===== src/common/capture_pkg.sv =====
/* capture path constants, word and state enums,
   packed structs for sensor input, capture words and frame status */
`default_nettype none

package capture_pkg;

	// ----------------------------------------------------------------------
	// widths
	// ----------------------------------------------------------------------

	// one sensor pixel
	localparam int PIX_WIDTH = 8;
	// pixels packed into one capture word
	localparam int PIX_PER_WORD = 4;
	// data field of a capture word
	localparam int WORD_WIDTH = PIX_WIDTH * PIX_PER_WORD;
	// lines per frame counter
	localparam int LINE_CNT_WIDTH = 12;

	// ----------------------------------------------------------------------
	// enums
	// ----------------------------------------------------------------------

	// what the data field of an output word carries
	typedef enum logic [1:0] {
		WORD_PIX    = 2'd0,
		WORD_STATUS = 2'd1
	} word_kind_e;

	// merge FSM in the output framer
	typedef enum logic {
		IDLE        = 1'b0,
		HOLD_STATUS = 1'b1
	} framer_state_e;

	// ----------------------------------------------------------------------
	// structs
	// ----------------------------------------------------------------------

	// raw sensor stream, sampled every clock, no handshake
	typedef struct packed {
		logic                 fval;
		logic                 lval;
		logic [PIX_WIDTH-1:0] pix;
	} sensor_in_t;

	// one word toward the receiver
	// first pixel sits in the low byte, short words are zero padded
	typedef struct packed {
		word_kind_e            kind;
		logic                  sof;
		logic                  eol;
		logic [WORD_WIDTH-1:0] data;
	} cap_word_t;

	// per frame result, packed into the low bits of a status word
	typedef struct packed {
		logic [LINE_CNT_WIDTH-1:0] line_count;
		logic                      line_len_err;
		logic                      line_count_err;
		logic                      overflow;
	} frame_status_t;

endpackage

`default_nettype wire


===== src/pixel_packer.sv =====
/* pixel packer: four sensor pixels per capture word,
   tags first word of a frame and last word of every line */
`timescale 1ns/1ps
`default_nettype none

module pixel_packer (
	input  logic                    clk_in,
	input  logic                    i_rst_n,
	input  capture_pkg::sensor_in_t i_sensor,
	output capture_pkg::cap_word_t  o_word,
	output logic                    o_word_valid
);
	import capture_pkg::*;

	localparam int LANE_W = $clog2(PIX_PER_WORD);
	localparam logic [LANE_W-1:0] LAST_LANE = LANE_W'(PIX_PER_WORD - 1);

	// registered copies of the sensor stream
	logic                  fval_d;
	logic                  lval_d;
	logic [PIX_WIDTH-1:0]  pix_d;
	// byte lanes of the word under construction
	logic [LANE_W-1:0]     lane_cnt;
	logic [WORD_WIDTH-1:0] lane_sr;
	logic [WORD_WIDTH-1:0] lane_sr_nxt;
	logic [LANE_W-1:0]     pad_lanes;
	logic                  sof_pend;
	logic                  pix_ok_d;
	logic                  line_end;
	logic                  frame_start;
	logic                  emit;

	// ----------------------------------------------------------------------
	// edge detection
	// ----------------------------------------------------------------------

	// pixel in pix_d is a real pixel
	assign pix_ok_d    = fval_d & lval_d;
	// live input already dropped, so pix_d is the last pixel of the line
	assign line_end    = pix_ok_d & ~(i_sensor.fval & i_sensor.lval);
	assign frame_start = i_sensor.fval & ~fval_d;

	always_ff @(posedge clk_in or negedge i_rst_n) begin
		if (!i_rst_n) begin
			fval_d <= 1'b0;
			lval_d <= 1'b0;
		end else begin
			fval_d <= i_sensor.fval;
			lval_d <= i_sensor.lval;
		end
	end

	always_ff @(posedge clk_in) begin
		pix_d <= i_sensor.pix;
	end

	// ----------------------------------------------------------------------
	// lane packing
	// ----------------------------------------------------------------------

	// new pixel enters at the top, older pixels move toward the low byte
	assign lane_sr_nxt = {pix_d, lane_sr[WORD_WIDTH-1:PIX_WIDTH]};
	// unused lanes of a short word
	assign pad_lanes   = LAST_LANE - lane_cnt;
	// word done on the last lane or at line end
	assign emit        = pix_ok_d & ((lane_cnt == LAST_LANE) | line_end);

	always_ff @(posedge clk_in) begin
		if (pix_ok_d) begin
			lane_sr <= lane_sr_nxt;
		end
	end

	always_ff @(posedge clk_in or negedge i_rst_n) begin
		if (!i_rst_n) begin
			lane_cnt     <= '0;
			sof_pend     <= 1'b0;
			o_word_valid <= 1'b0;
		end else begin
			o_word_valid <= emit;
			if (emit) begin
				lane_cnt <= '0;
			end else if (pix_ok_d) begin
				lane_cnt <= lane_cnt + 1'b1;
			end
			// armed at fval rise, spent on the first word
			if (frame_start) begin
				sof_pend <= 1'b1;
			end else if (emit) begin
				sof_pend <= 1'b0;
			end
		end
	end

	// output word, shifted down so pixel 0 lands in the low byte
	always_ff @(posedge clk_in) begin
		if (emit) begin
			o_word.kind <= WORD_PIX;
			o_word.sof  <= sof_pend;
			o_word.eol  <= line_end;
			o_word.data <= lane_sr_nxt >> (pad_lanes * PIX_WIDTH);
		end
	end

	// sensor protocol: no line outside a frame
	a_lval_in_frame: assert property (@(posedge clk_in) disable iff (!i_rst_n)
		i_sensor.lval |-> i_sensor.fval);

endmodule

`default_nettype wire


===== src/frame_timing_check.sv =====
/* frame timing check: pixels per line and lines per frame
   against the expected geometry, status pulse at frame end */
`timescale 1ns/1ps
`default_nettype none

module frame_timing_check #(
	parameter int LINE_PIX    = 16,
	parameter int FRAME_LINES = 4
) (
	input  logic                       clk_in,
	input  logic                       i_rst_n,
	input  capture_pkg::sensor_in_t    i_sensor,
	output capture_pkg::frame_status_t o_status,
	output logic                       o_status_valid
);
	import capture_pkg::*;

	// one spare code so any long line saturates away from LINE_PIX
	localparam int PIX_CNT_W = $clog2(LINE_PIX + 2);

	logic                      fval_d;
	logic                      lval_d;
	logic [PIX_CNT_W-1:0]      pix_cnt;
	logic [LINE_CNT_WIDTH-1:0] line_cnt;
	logic [LINE_CNT_WIDTH-1:0] line_cnt_nxt;
	logic                      len_err;
	logic                      len_err_nxt;
	logic                      pix_ok;
	logic                      line_end;
	logic                      frame_end;

	// ----------------------------------------------------------------------
	// stream edges
	// ----------------------------------------------------------------------

	assign pix_ok    = i_sensor.fval & i_sensor.lval;
	// line was active last sample, not now
	assign line_end  = fval_d & lval_d & ~pix_ok;
	// fval seen low after high
	assign frame_end = fval_d & ~i_sensor.fval;

	always_ff @(posedge clk_in or negedge i_rst_n) begin
		if (!i_rst_n) begin
			fval_d <= 1'b0;
			lval_d <= 1'b0;
		end else begin
			fval_d <= i_sensor.fval;
			lval_d <= i_sensor.lval;
		end
	end

	// ----------------------------------------------------------------------
	// counters
	// ----------------------------------------------------------------------

	// count and error including a line closing this very cycle
	assign line_cnt_nxt = (line_end && (line_cnt != '1)) ? line_cnt + 1'b1 : line_cnt;
	assign len_err_nxt  = len_err | (line_end & (pix_cnt != PIX_CNT_W'(LINE_PIX)));

	always_ff @(posedge clk_in or negedge i_rst_n) begin
		if (!i_rst_n) begin
			pix_cnt  <= '0;
			line_cnt <= '0;
			len_err  <= 1'b0;
		end else begin
			// pixels of the current line, saturating
			if (line_end) begin
				pix_cnt <= '0;
			end else if (pix_ok && (pix_cnt != '1)) begin
				pix_cnt <= pix_cnt + 1'b1;
			end
			// lines and sticky length error, cleared per frame
			if (frame_end) begin
				line_cnt <= '0;
				len_err  <= 1'b0;
			end else begin
				line_cnt <= line_cnt_nxt;
				len_err  <= len_err_nxt;
			end
		end
	end

	// ----------------------------------------------------------------------
	// status
	// ----------------------------------------------------------------------

	always_ff @(posedge clk_in or negedge i_rst_n) begin
		if (!i_rst_n) begin
			o_status_valid <= 1'b0;
		end else begin
			o_status_valid <= frame_end;
		end
	end

	// overflow belongs to the framer, left clear here
	always_ff @(posedge clk_in) begin
		if (frame_end) begin
			o_status.line_count     <= line_cnt_nxt;
			o_status.line_len_err   <= len_err_nxt;
			o_status.line_count_err <= line_cnt_nxt != LINE_CNT_WIDTH'(FRAME_LINES);
			o_status.overflow       <= 1'b0;
		end
	end

	// source keeps lval low for a while before closing the frame
	a_line_before_frame: assert property (@(posedge clk_in) disable iff (!i_rst_n)
		frame_end |-> !lval_d);

endmodule

`default_nettype wire


===== src/output_framer/word_fifo.sv =====
/* synchronous register FIFO for capture words
   with occupancy count and full / empty flags */
`timescale 1ns/1ps
`default_nettype none

module word_fifo #(
	parameter int FIFO_DEPTH = 32
) (
	input  logic                   clk_in,
	input  logic                   i_rst_n,
	input  logic                   i_push,
	input  capture_pkg::cap_word_t i_din,
	input  logic                   i_pop,
	output capture_pkg::cap_word_t o_dout,
	output logic                   o_empty,
	output logic                   o_full
);
	import capture_pkg::*;

	localparam int AW = $clog2(FIFO_DEPTH);
	localparam int CW = $clog2(FIFO_DEPTH + 1);
	localparam logic [AW-1:0] LAST_IDX = AW'(FIFO_DEPTH - 1);

	cap_word_t       mem [FIFO_DEPTH];
	logic [AW-1:0]   wr_ptr;
	logic [AW-1:0]   rd_ptr;
	logic [CW-1:0]   count;

	assign o_empty = (count == '0);
	assign o_full  = (count == CW'(FIFO_DEPTH));
	// head word, valid while not empty
	assign o_dout  = mem[rd_ptr];

	always_ff @(posedge clk_in) begin
		if (i_push) begin
			mem[wr_ptr] <= i_din;
		end
	end

	// pointers wrap at the depth, not only at a power of two
	always_ff @(posedge clk_in or negedge i_rst_n) begin
		if (!i_rst_n) begin
			wr_ptr <= '0;
			rd_ptr <= '0;
			count  <= '0;
		end else begin
			if (i_push) begin
				wr_ptr <= (wr_ptr == LAST_IDX) ? '0 : wr_ptr + 1'b1;
			end
			if (i_pop) begin
				rd_ptr <= (rd_ptr == LAST_IDX) ? '0 : rd_ptr + 1'b1;
			end
			count <= count + CW'(i_push) - CW'(i_pop);
		end
	end

	a_no_push_full: assert property (@(posedge clk_in) disable iff (!i_rst_n)
		o_full |-> !i_push);
	a_no_pop_empty: assert property (@(posedge clk_in) disable iff (!i_rst_n)
		o_empty |-> !i_pop);

endmodule

`default_nettype wire


===== src/output_framer/output_framer.sv =====
/* output framer: merges pixel words and frame status into the FIFO,
   drains it under credit flow control */
`timescale 1ns/1ps
`default_nettype none

module output_framer #(
	parameter int FIFO_DEPTH  = 32,
	parameter int MAX_CREDITS = 8
) (
	input  logic                       clk_in,
	input  logic                       i_rst_n,
	input  capture_pkg::cap_word_t     i_pix_word,
	input  logic                       i_pix_word_valid,
	input  capture_pkg::frame_status_t i_status,
	input  logic                       i_status_valid,
	input  logic                       i_credit,
	output capture_pkg::cap_word_t     o_word,
	output logic                       o_word_valid
);
	import capture_pkg::*;

	localparam int CRED_W = $clog2(MAX_CREDITS + 1);

	framer_state_e     state;
	framer_state_e     state_nxt;
	frame_status_t     hold_status;
	logic              ovf;
	logic              pix_drop;
	logic              status_queued;
	logic              push;
	cap_word_t         push_word;
	logic              pop;
	cap_word_t         fifo_dout;
	logic              fifo_empty;
	logic              fifo_full;
	logic [CRED_W-1:0] credit_cnt;

	// status into the low bits of a word, overflow merged in
	function automatic cap_word_t status_word(input frame_status_t st, input logic of);
		frame_status_t s;
		cap_word_t w;
		s          = st;
		s.overflow = of;
		w.kind     = WORD_STATUS;
		w.sof      = 1'b0;
		w.eol      = 1'b0;
		w.data     = WORD_WIDTH'(s);
		return w;
	endfunction

	// ----------------------------------------------------------------------
	// merge FSM
	// ----------------------------------------------------------------------

	always_comb begin
		state_nxt     = state;
		push          = 1'b0;
		push_word     = i_pix_word;
		pix_drop      = 1'b0;
		status_queued = 1'b0;
		case (state)
			IDLE: begin
				if (i_pix_word_valid) begin
					// pixel word has the slot, status waits a cycle
					push     = ~fifo_full;
					pix_drop = fifo_full;
					if (i_status_valid) begin
						state_nxt = HOLD_STATUS;
					end
				end else if (i_status_valid) begin
					if (fifo_full) begin
						state_nxt = HOLD_STATUS;
					end else begin
						push          = 1'b1;
						push_word     = status_word(i_status, ovf);
						status_queued = 1'b1;
					end
				end
			end
			HOLD_STATUS: begin
				// status first, any pixel word now is lost
				pix_drop = i_pix_word_valid;
				if (!fifo_full) begin
					push          = 1'b1;
					push_word     = status_word(hold_status, ovf);
					status_queued = 1'b1;
					state_nxt     = IDLE;
				end
			end
			default: state_nxt = IDLE;
		endcase
	end

	always_ff @(posedge clk_in or negedge i_rst_n) begin
		if (!i_rst_n) begin
			state <= IDLE;
			ovf   <= 1'b0;
		end else begin
			state <= state_nxt;
			// a drop in the queuing cycle counts for the next frame
			ovf   <= (ovf & ~status_queued) | pix_drop;
		end
	end

	always_ff @(posedge clk_in) begin
		if ((state == IDLE) && i_status_valid) begin
			hold_status <= i_status;
		end
	end

	word_fifo #(
		.FIFO_DEPTH (FIFO_DEPTH)
	) word_fifo_inst (
		.clk_in  (clk_in),
		.i_rst_n (i_rst_n),
		.i_push  (push),
		.i_din   (push_word),
		.i_pop   (pop),
		.o_dout  (fifo_dout),
		.o_empty (fifo_empty),
		.o_full  (fifo_full)
	);

	// ----------------------------------------------------------------------
	// credit gated output
	// ----------------------------------------------------------------------

	assign pop = ~fifo_empty & (credit_cnt != '0);

	always_ff @(posedge clk_in or negedge i_rst_n) begin
		if (!i_rst_n) begin
			credit_cnt   <= CRED_W'(MAX_CREDITS);
			o_word_valid <= 1'b0;
		end else begin
			credit_cnt   <= credit_cnt + CRED_W'(i_credit) - CRED_W'(pop);
			o_word_valid <= pop;
		end
	end

	always_ff @(posedge clk_in) begin
		if (pop) begin
			o_word <= fifo_dout;
		end
	end

	// receiver never returns more than it was sent
	a_credit_max: assert property (@(posedge clk_in) disable iff (!i_rst_n)
		credit_cnt <= CRED_W'(MAX_CREDITS));

endmodule

`default_nettype wire


===== src/video_capture_top.sv =====
/* video capture top: packer and timing check side by side
   on the sensor stream, results merged by the output framer */
`timescale 1ns/1ps
`default_nettype none

module video_capture_top #(
	parameter int LINE_PIX    = 16,
	parameter int FRAME_LINES = 4,
	parameter int FIFO_DEPTH  = 32,
	parameter int MAX_CREDITS = 8
) (
	input  logic                    clk_in,
	input  logic                    i_rst_n,
	input  capture_pkg::sensor_in_t i_sensor,
	input  logic                    i_credit,
	output capture_pkg::cap_word_t  o_word,
	output logic                    o_word_valid
);
	import capture_pkg::*;

	// packer to framer
	cap_word_t     pix_word;
	logic          pix_word_valid;
	// timing check to framer
	frame_status_t frame_status;
	logic          frame_status_valid;

	pixel_packer pixel_packer_inst (
		.clk_in       (clk_in),
		.i_rst_n      (i_rst_n),
		.i_sensor     (i_sensor),
		.o_word       (pix_word),
		.o_word_valid (pix_word_valid)
	);

	frame_timing_check #(
		.LINE_PIX    (LINE_PIX),
		.FRAME_LINES (FRAME_LINES)
	) frame_timing_check_inst (
		.clk_in         (clk_in),
		.i_rst_n        (i_rst_n),
		.i_sensor       (i_sensor),
		.o_status       (frame_status),
		.o_status_valid (frame_status_valid)
	);

	output_framer #(
		.FIFO_DEPTH  (FIFO_DEPTH),
		.MAX_CREDITS (MAX_CREDITS)
	) output_framer_inst (
		.clk_in           (clk_in),
		.i_rst_n          (i_rst_n),
		.i_pix_word       (pix_word),
		.i_pix_word_valid (pix_word_valid),
		.i_status         (frame_status),
		.i_status_valid   (frame_status_valid),
		.i_credit         (i_credit),
		.o_word           (o_word),
		.o_word_valid     (o_word_valid)
	);

endmodule

`default_nettype wire


===== config.mk =====
export PLATFORM = sky130hd
export DESIGN_NAME = video_capture_top
export DESIGN_NICKNAME = d
export VERILOG_FILES = /design/src/common/capture_pkg.sv /design/src/pixel_packer.sv /design/src/frame_timing_check.sv /design/src/output_framer/word_fifo.sv /design/src/output_framer/output_framer.sv /design/src/video_capture_top.sv
export SDC_FILE = /design/constraint.sdc
export NUM_CORES = 1
export LEC_CHECK = 0
export ABC_AREA = 1
export BUFFER_PORTS_ARGS = -buffer_cell sky130_fd_sc_hd__buf_2
export CAP_MARGIN = 20
export CELL_PAD_IN_SITES_DETAIL_PLACEMENT = 1
export CELL_PAD_IN_SITES_GLOBAL_PLACEMENT = 2
export CORE_MARGIN = 2
export CORE_UTILIZATION = 30
export CTS_CLUSTER_DIAMETER = 100
export DETAILED_ROUTE_END_ITERATION = 16
export PLACE_DENSITY = 0.68
export SLEW_MARGIN = 20
export SYNTH_ARGS = -nofsm -noshare
export SYNTH_HDL_FRONTEND = slang
export SYNTH_SLANG_ARGS = --single-unit

===== constraint.sdc =====
create_clock -name clk_in -period 3.53 [get_ports clk_in]
set_input_delay 0.706 -clock clk_in [delete_from_list [all_inputs] [get_ports clk_in]]
set_output_delay 0.706 -clock clk_in [all_outputs]
set_load 0.02 [all_outputs]

==> summary.md <==
| Metric | Value |
|---|---|
| Core outline area | `172000 um^2` |
| Post-Synthesis Cells | `4131` |
| Top Ports | `50` |
| Final count of negative-setup-slack endpoints | `0` |
| Ys async rst share | `3.70%` |
| Worst Setup Slack, final | `0.570 ns` |
| Layout net count | `4266` |
| Combinational fraction of design power | `31.1%` |
| CTS Buffer Depth | `3` |
| Die Footprint | `177000 um^2` |
| Met3 usage | `2.87%` |
| Crit-path cells | `inv_1 > ha_1 > nand3_4 > o21ai_2 > inv_2 > a21oi_4 > inv_2 > nand2_1 > nor2_4 > buf_4` |
| Total track usage | `18.3%` |
| Switching Power | `17.9 mW` |
| Most used cell along the critical path | `inv_2` |
| Post-CTS sizing | `0` |
| Sw frac | `36.4%` |
| Ys flop type | `edfxtp_1` |
| R2r endpoint | `output_framer_inst.word_fifo_inst.mem[6][24]$_DFFE_PP_` |
| Routability cong. | `0.740` |
| Post-route design area | `60400 um^2` |
| Yosys top cell by area | `edfxtp_1` |
| DR vias/cell | `5.03` |
| Critical Path AT | `3.34 ns` |
| Status | `finished, final reports clean` |
| First-pass GRT wire length | `236 mm` |
| M2 GR Usage | `30.0%` |
| Worst stage delay on the critical path | `0.54 ns` |
| Max Cap Violations | `0` |
| Max VDD drop | `0.739 mV` |
| CTS tree | `done` |
| Hold_buf cts | `3` |
| Initial Utilization | `30.2%` |
| Number of global-route vias before repair | `34.3k` |
| Post-Route WL | `163 mm` |
| Total negative slack | `0 ns` |
| Yosys top cell area share | `71.7%` |
| Syn nets | `4172` |
| Internal | `31.4 mW` |
| Clock period minus worst slack | `2.96 ns` |
| EDFF count, synth | `1241` |
| Register-to-register setup slack | `0.57 ns` |
| Worst Setup Start Kind | `register` |
| Vias | `33.4k` |
| Worst EP required | `3.91 ns` |
| GR Overflow Total | `0` |
| Yosys reg bits | `1297` |
| Fraction of layout cells with a size suffix above 1 | `10.7%` |
| CTS Buf Count | `145` |
| Worst Setup SP | `output_framer_inst.word_fifo_inst.count[2]$_DFF_PN0_` |
| Initial antenna violation count | `6` |
| Die Y | `420 um` |
| Min Hold Slack | `0.0470 ns` |
| Die X | `420 um` |
| Largest net degree at the start of global routing | `169` |
| Num rows | `152` |
| # diodes | `0` |
| Final design utilization | `35.1%` |
| Layout area overhead | `16.2%` |
| Actual slew at the worst max-slew pin | `1.06 ns` |
| Number of distinct library cells after synthesis | `44` |
| GR peak layer | `met2` |
| CTS H-Tree Depth | `4` |
| Final ANT Viol Nets | `0` |
| Hold Fails Final Rpt | `0` |
| Pleak | `20.5 nW` |
| Warnings, synthesis | `0` |
| # port buffers | `48` |
| Hpwl dp | `88.5 mm` |
| Register area share after synthesis | `74.3%` |
| 1st-pass router iterations | `5` |
| Fin crit share | `83.9%` |
| CP max stage cell | `buf_4` |
| Grt met1 use | `25.1%` |
| Final Skew | `0.0251 ns` |
| Synth Area per Inst | `12.6 um^2` |
| Area of the mapped netlist | `52000 um^2` |
| Most common cell in the netlist | `edfxtp_1` |
| Clk pwr share | `30.6%` |
| Sequential share of power | `38.3%` |
| DRC Markers | `0` |
| Worst-path clk slew | `0.06 ns` |
| Synth area leaders | `edfxtp_1 72%, nor2_1 5.2%, o21ai_0 3.9%` |
| Min-delay worst type | `in2async` |
| Max Fclk | `338 MHz` |
| Max Transition Viols Final | `0` |
| Crit path kind | `reg2reg` |
| Commonest cells post-synth | `1241 x edfxtp_1, 727 x nor2_1, 497 x nand2_1, 408 x o21ai_0, 235 x nand3_1` |
| Critical Path End Type | `register` |
| Critical path peak fanout | `25` |
| CTS Sinks | `1297` |
| DP Area | `55700 um^2` |
| Wire per inst | `24.5 um` |
| Worst R2R Path Depth | `10` |
| Initial DRC Count | `3112` |
| Postcts setup bufs | `0` |
| Clk_lat worst skew | `0.77 ns` |
| Pwr/cell area | `816 nW/um^2` |
| Worst r2r src | `output_framer_inst.word_fifo_inst.count[2]$_DFF_PN0_` |
| Dpl ws | `0.602 ns` |
| Unrepaired setup endpoints after global routing | `no` |
| Rel. slew slack | `29.4%` |
| CTS root buf | `clkbuf_16` |
-- layout by cell type, fill, tap and decap left out, types with 18 or more instances in the layout --
master,synthesis,routed
o211ai_1,145,145
buf_4,32,111
nand2_1,497,497
o21ai_1,133,133
o22ai_1,106,106
clkinv_2,0,22
nand3_1,235,235
ha_1,26,26
buf_2,66,48
o21ai_0,408,408
edfxtp_1,1241,1241
nor2_4,0,34
nand4_1,18,18
clkbuf_16,0,149
nor2_1,727,693
clkinv_1,2,26
dfrtp_1,47,43
inv_1,143,141
a21oi_1,84,84
buf_12,0,38
clkbuf_1,114,30
-- sequential cells by signal (all words and copies together) (netlist names), 2 cells and up --
register,flops
pixel_packer_inst.o_word,34
frame_timing_check_inst.o_status,14
frame_timing_check_inst.pix_cnt,5
pixel_packer_inst.lane_sr,24
output_framer_inst.word_fifo_inst.wr_ptr,5
output_framer_inst.credit_cnt,4
output_framer_inst.word_fifo_inst.mem,1120
frame_timing_check_inst.line_cnt,12
output_framer_inst.hold_status,14
output_framer_inst.o_word,35
pixel_packer_inst.lane_cnt,2
pixel_packer_inst.pix_d,8
output_framer_inst.word_fifo_inst.rd_ptr,5
output_framer_inst.word_fifo_inst.count,6
-- layer usage --
metal | part of all wire (%) | vias to the layer above
li1 | - | 15083
met1 | 45 | 17270
met5 | 0.0074 | -
met2 | 48 | 822
met3 | 4.9 | 235
met4 | 2.6 | 2
-- critical path, delay by kind of cell (launching register included) --
family          cells  cell delay, ns
buf+inv             4            0.86
compound gates      2            0.16
simple gates        3            0.92
flops               1            0.36
fa+ha+maj           1            0.24
-- stage by stage --
stage	power [mW]	std cells
global placement	34.5	6385
global route	51.9	6647
detailed placement	34.7	6385
finish	49.3	6647
CTS	49.9	6647
floorplan	28.9	4131
-- power groups by stage --
stage                     Clock [mW]  Sequential [mW]  Combinational [mW]
final                           15.1             18.9                15.3
after global routing            15.9             19.0                17.0
after floorplan                    0             19.2                9.69
after detailed placement           0             19.2                15.5
after global placement             0             19.2                15.3
after CTS                       15.4             18.9                15.6
-- area by class of cell --
cell class | count | area, um^2
Tap cell | 2310 | 2890
Clock buffer | 181 | 3870
Fill cell | 18296 | 111000
Multi-Input combinational cell | 2425 | 11700
Inverter | 156 | 612
Clock inverter | 78 | 821
Sequential cell | 1297 | 38600
Timing Repair Buffer | 200 | 1860
-- cells by family (layout without fill, tap and decap cells) --
group / count (synthesis) / after routing / share of synthesized area [%]
adders and majority gates: 28 / 28 / 0.703
and+or+nand+nor: 1498 / 1498 / 11.6
muxes: 4 / 4 / 0.0794
buffers and inverters: 409 / 615 / 3.66
xor gates and xnor gates: 7 / 7 / 0.118
AOI/OAI and AO/OA: 887 / 887 / 9.57
DFF: 1297 / 1297 / 74.3
other: 1 / 1 / 0.00721
-- worst max path at each step --
stage / end / slack [ns]
after floorplan: output_framer_inst.word_fifo_inst.mem[0][0]$_DFFE_PP_ / 0.15
after global placement: output_framer_inst.word_fifo_inst.mem[22][2]$_DFFE_PP_ / 0.56
after detailed placement: output_framer_inst.word_fifo_inst.mem[6][8]$_DFFE_PP_ / 0.60
after CTS: output_framer_inst.word_fifo_inst.mem[6][24]$_DFFE_PP_ / 0.57
after global routing: output_framer_inst.word_fifo_inst.count[4]$_DFF_PN0_ / 0.45
final: output_framer_inst.word_fifo_inst.mem[6][24]$_DFFE_PP_ / 0.57
No activity file was read; power rests on OpenSTA's default activity.
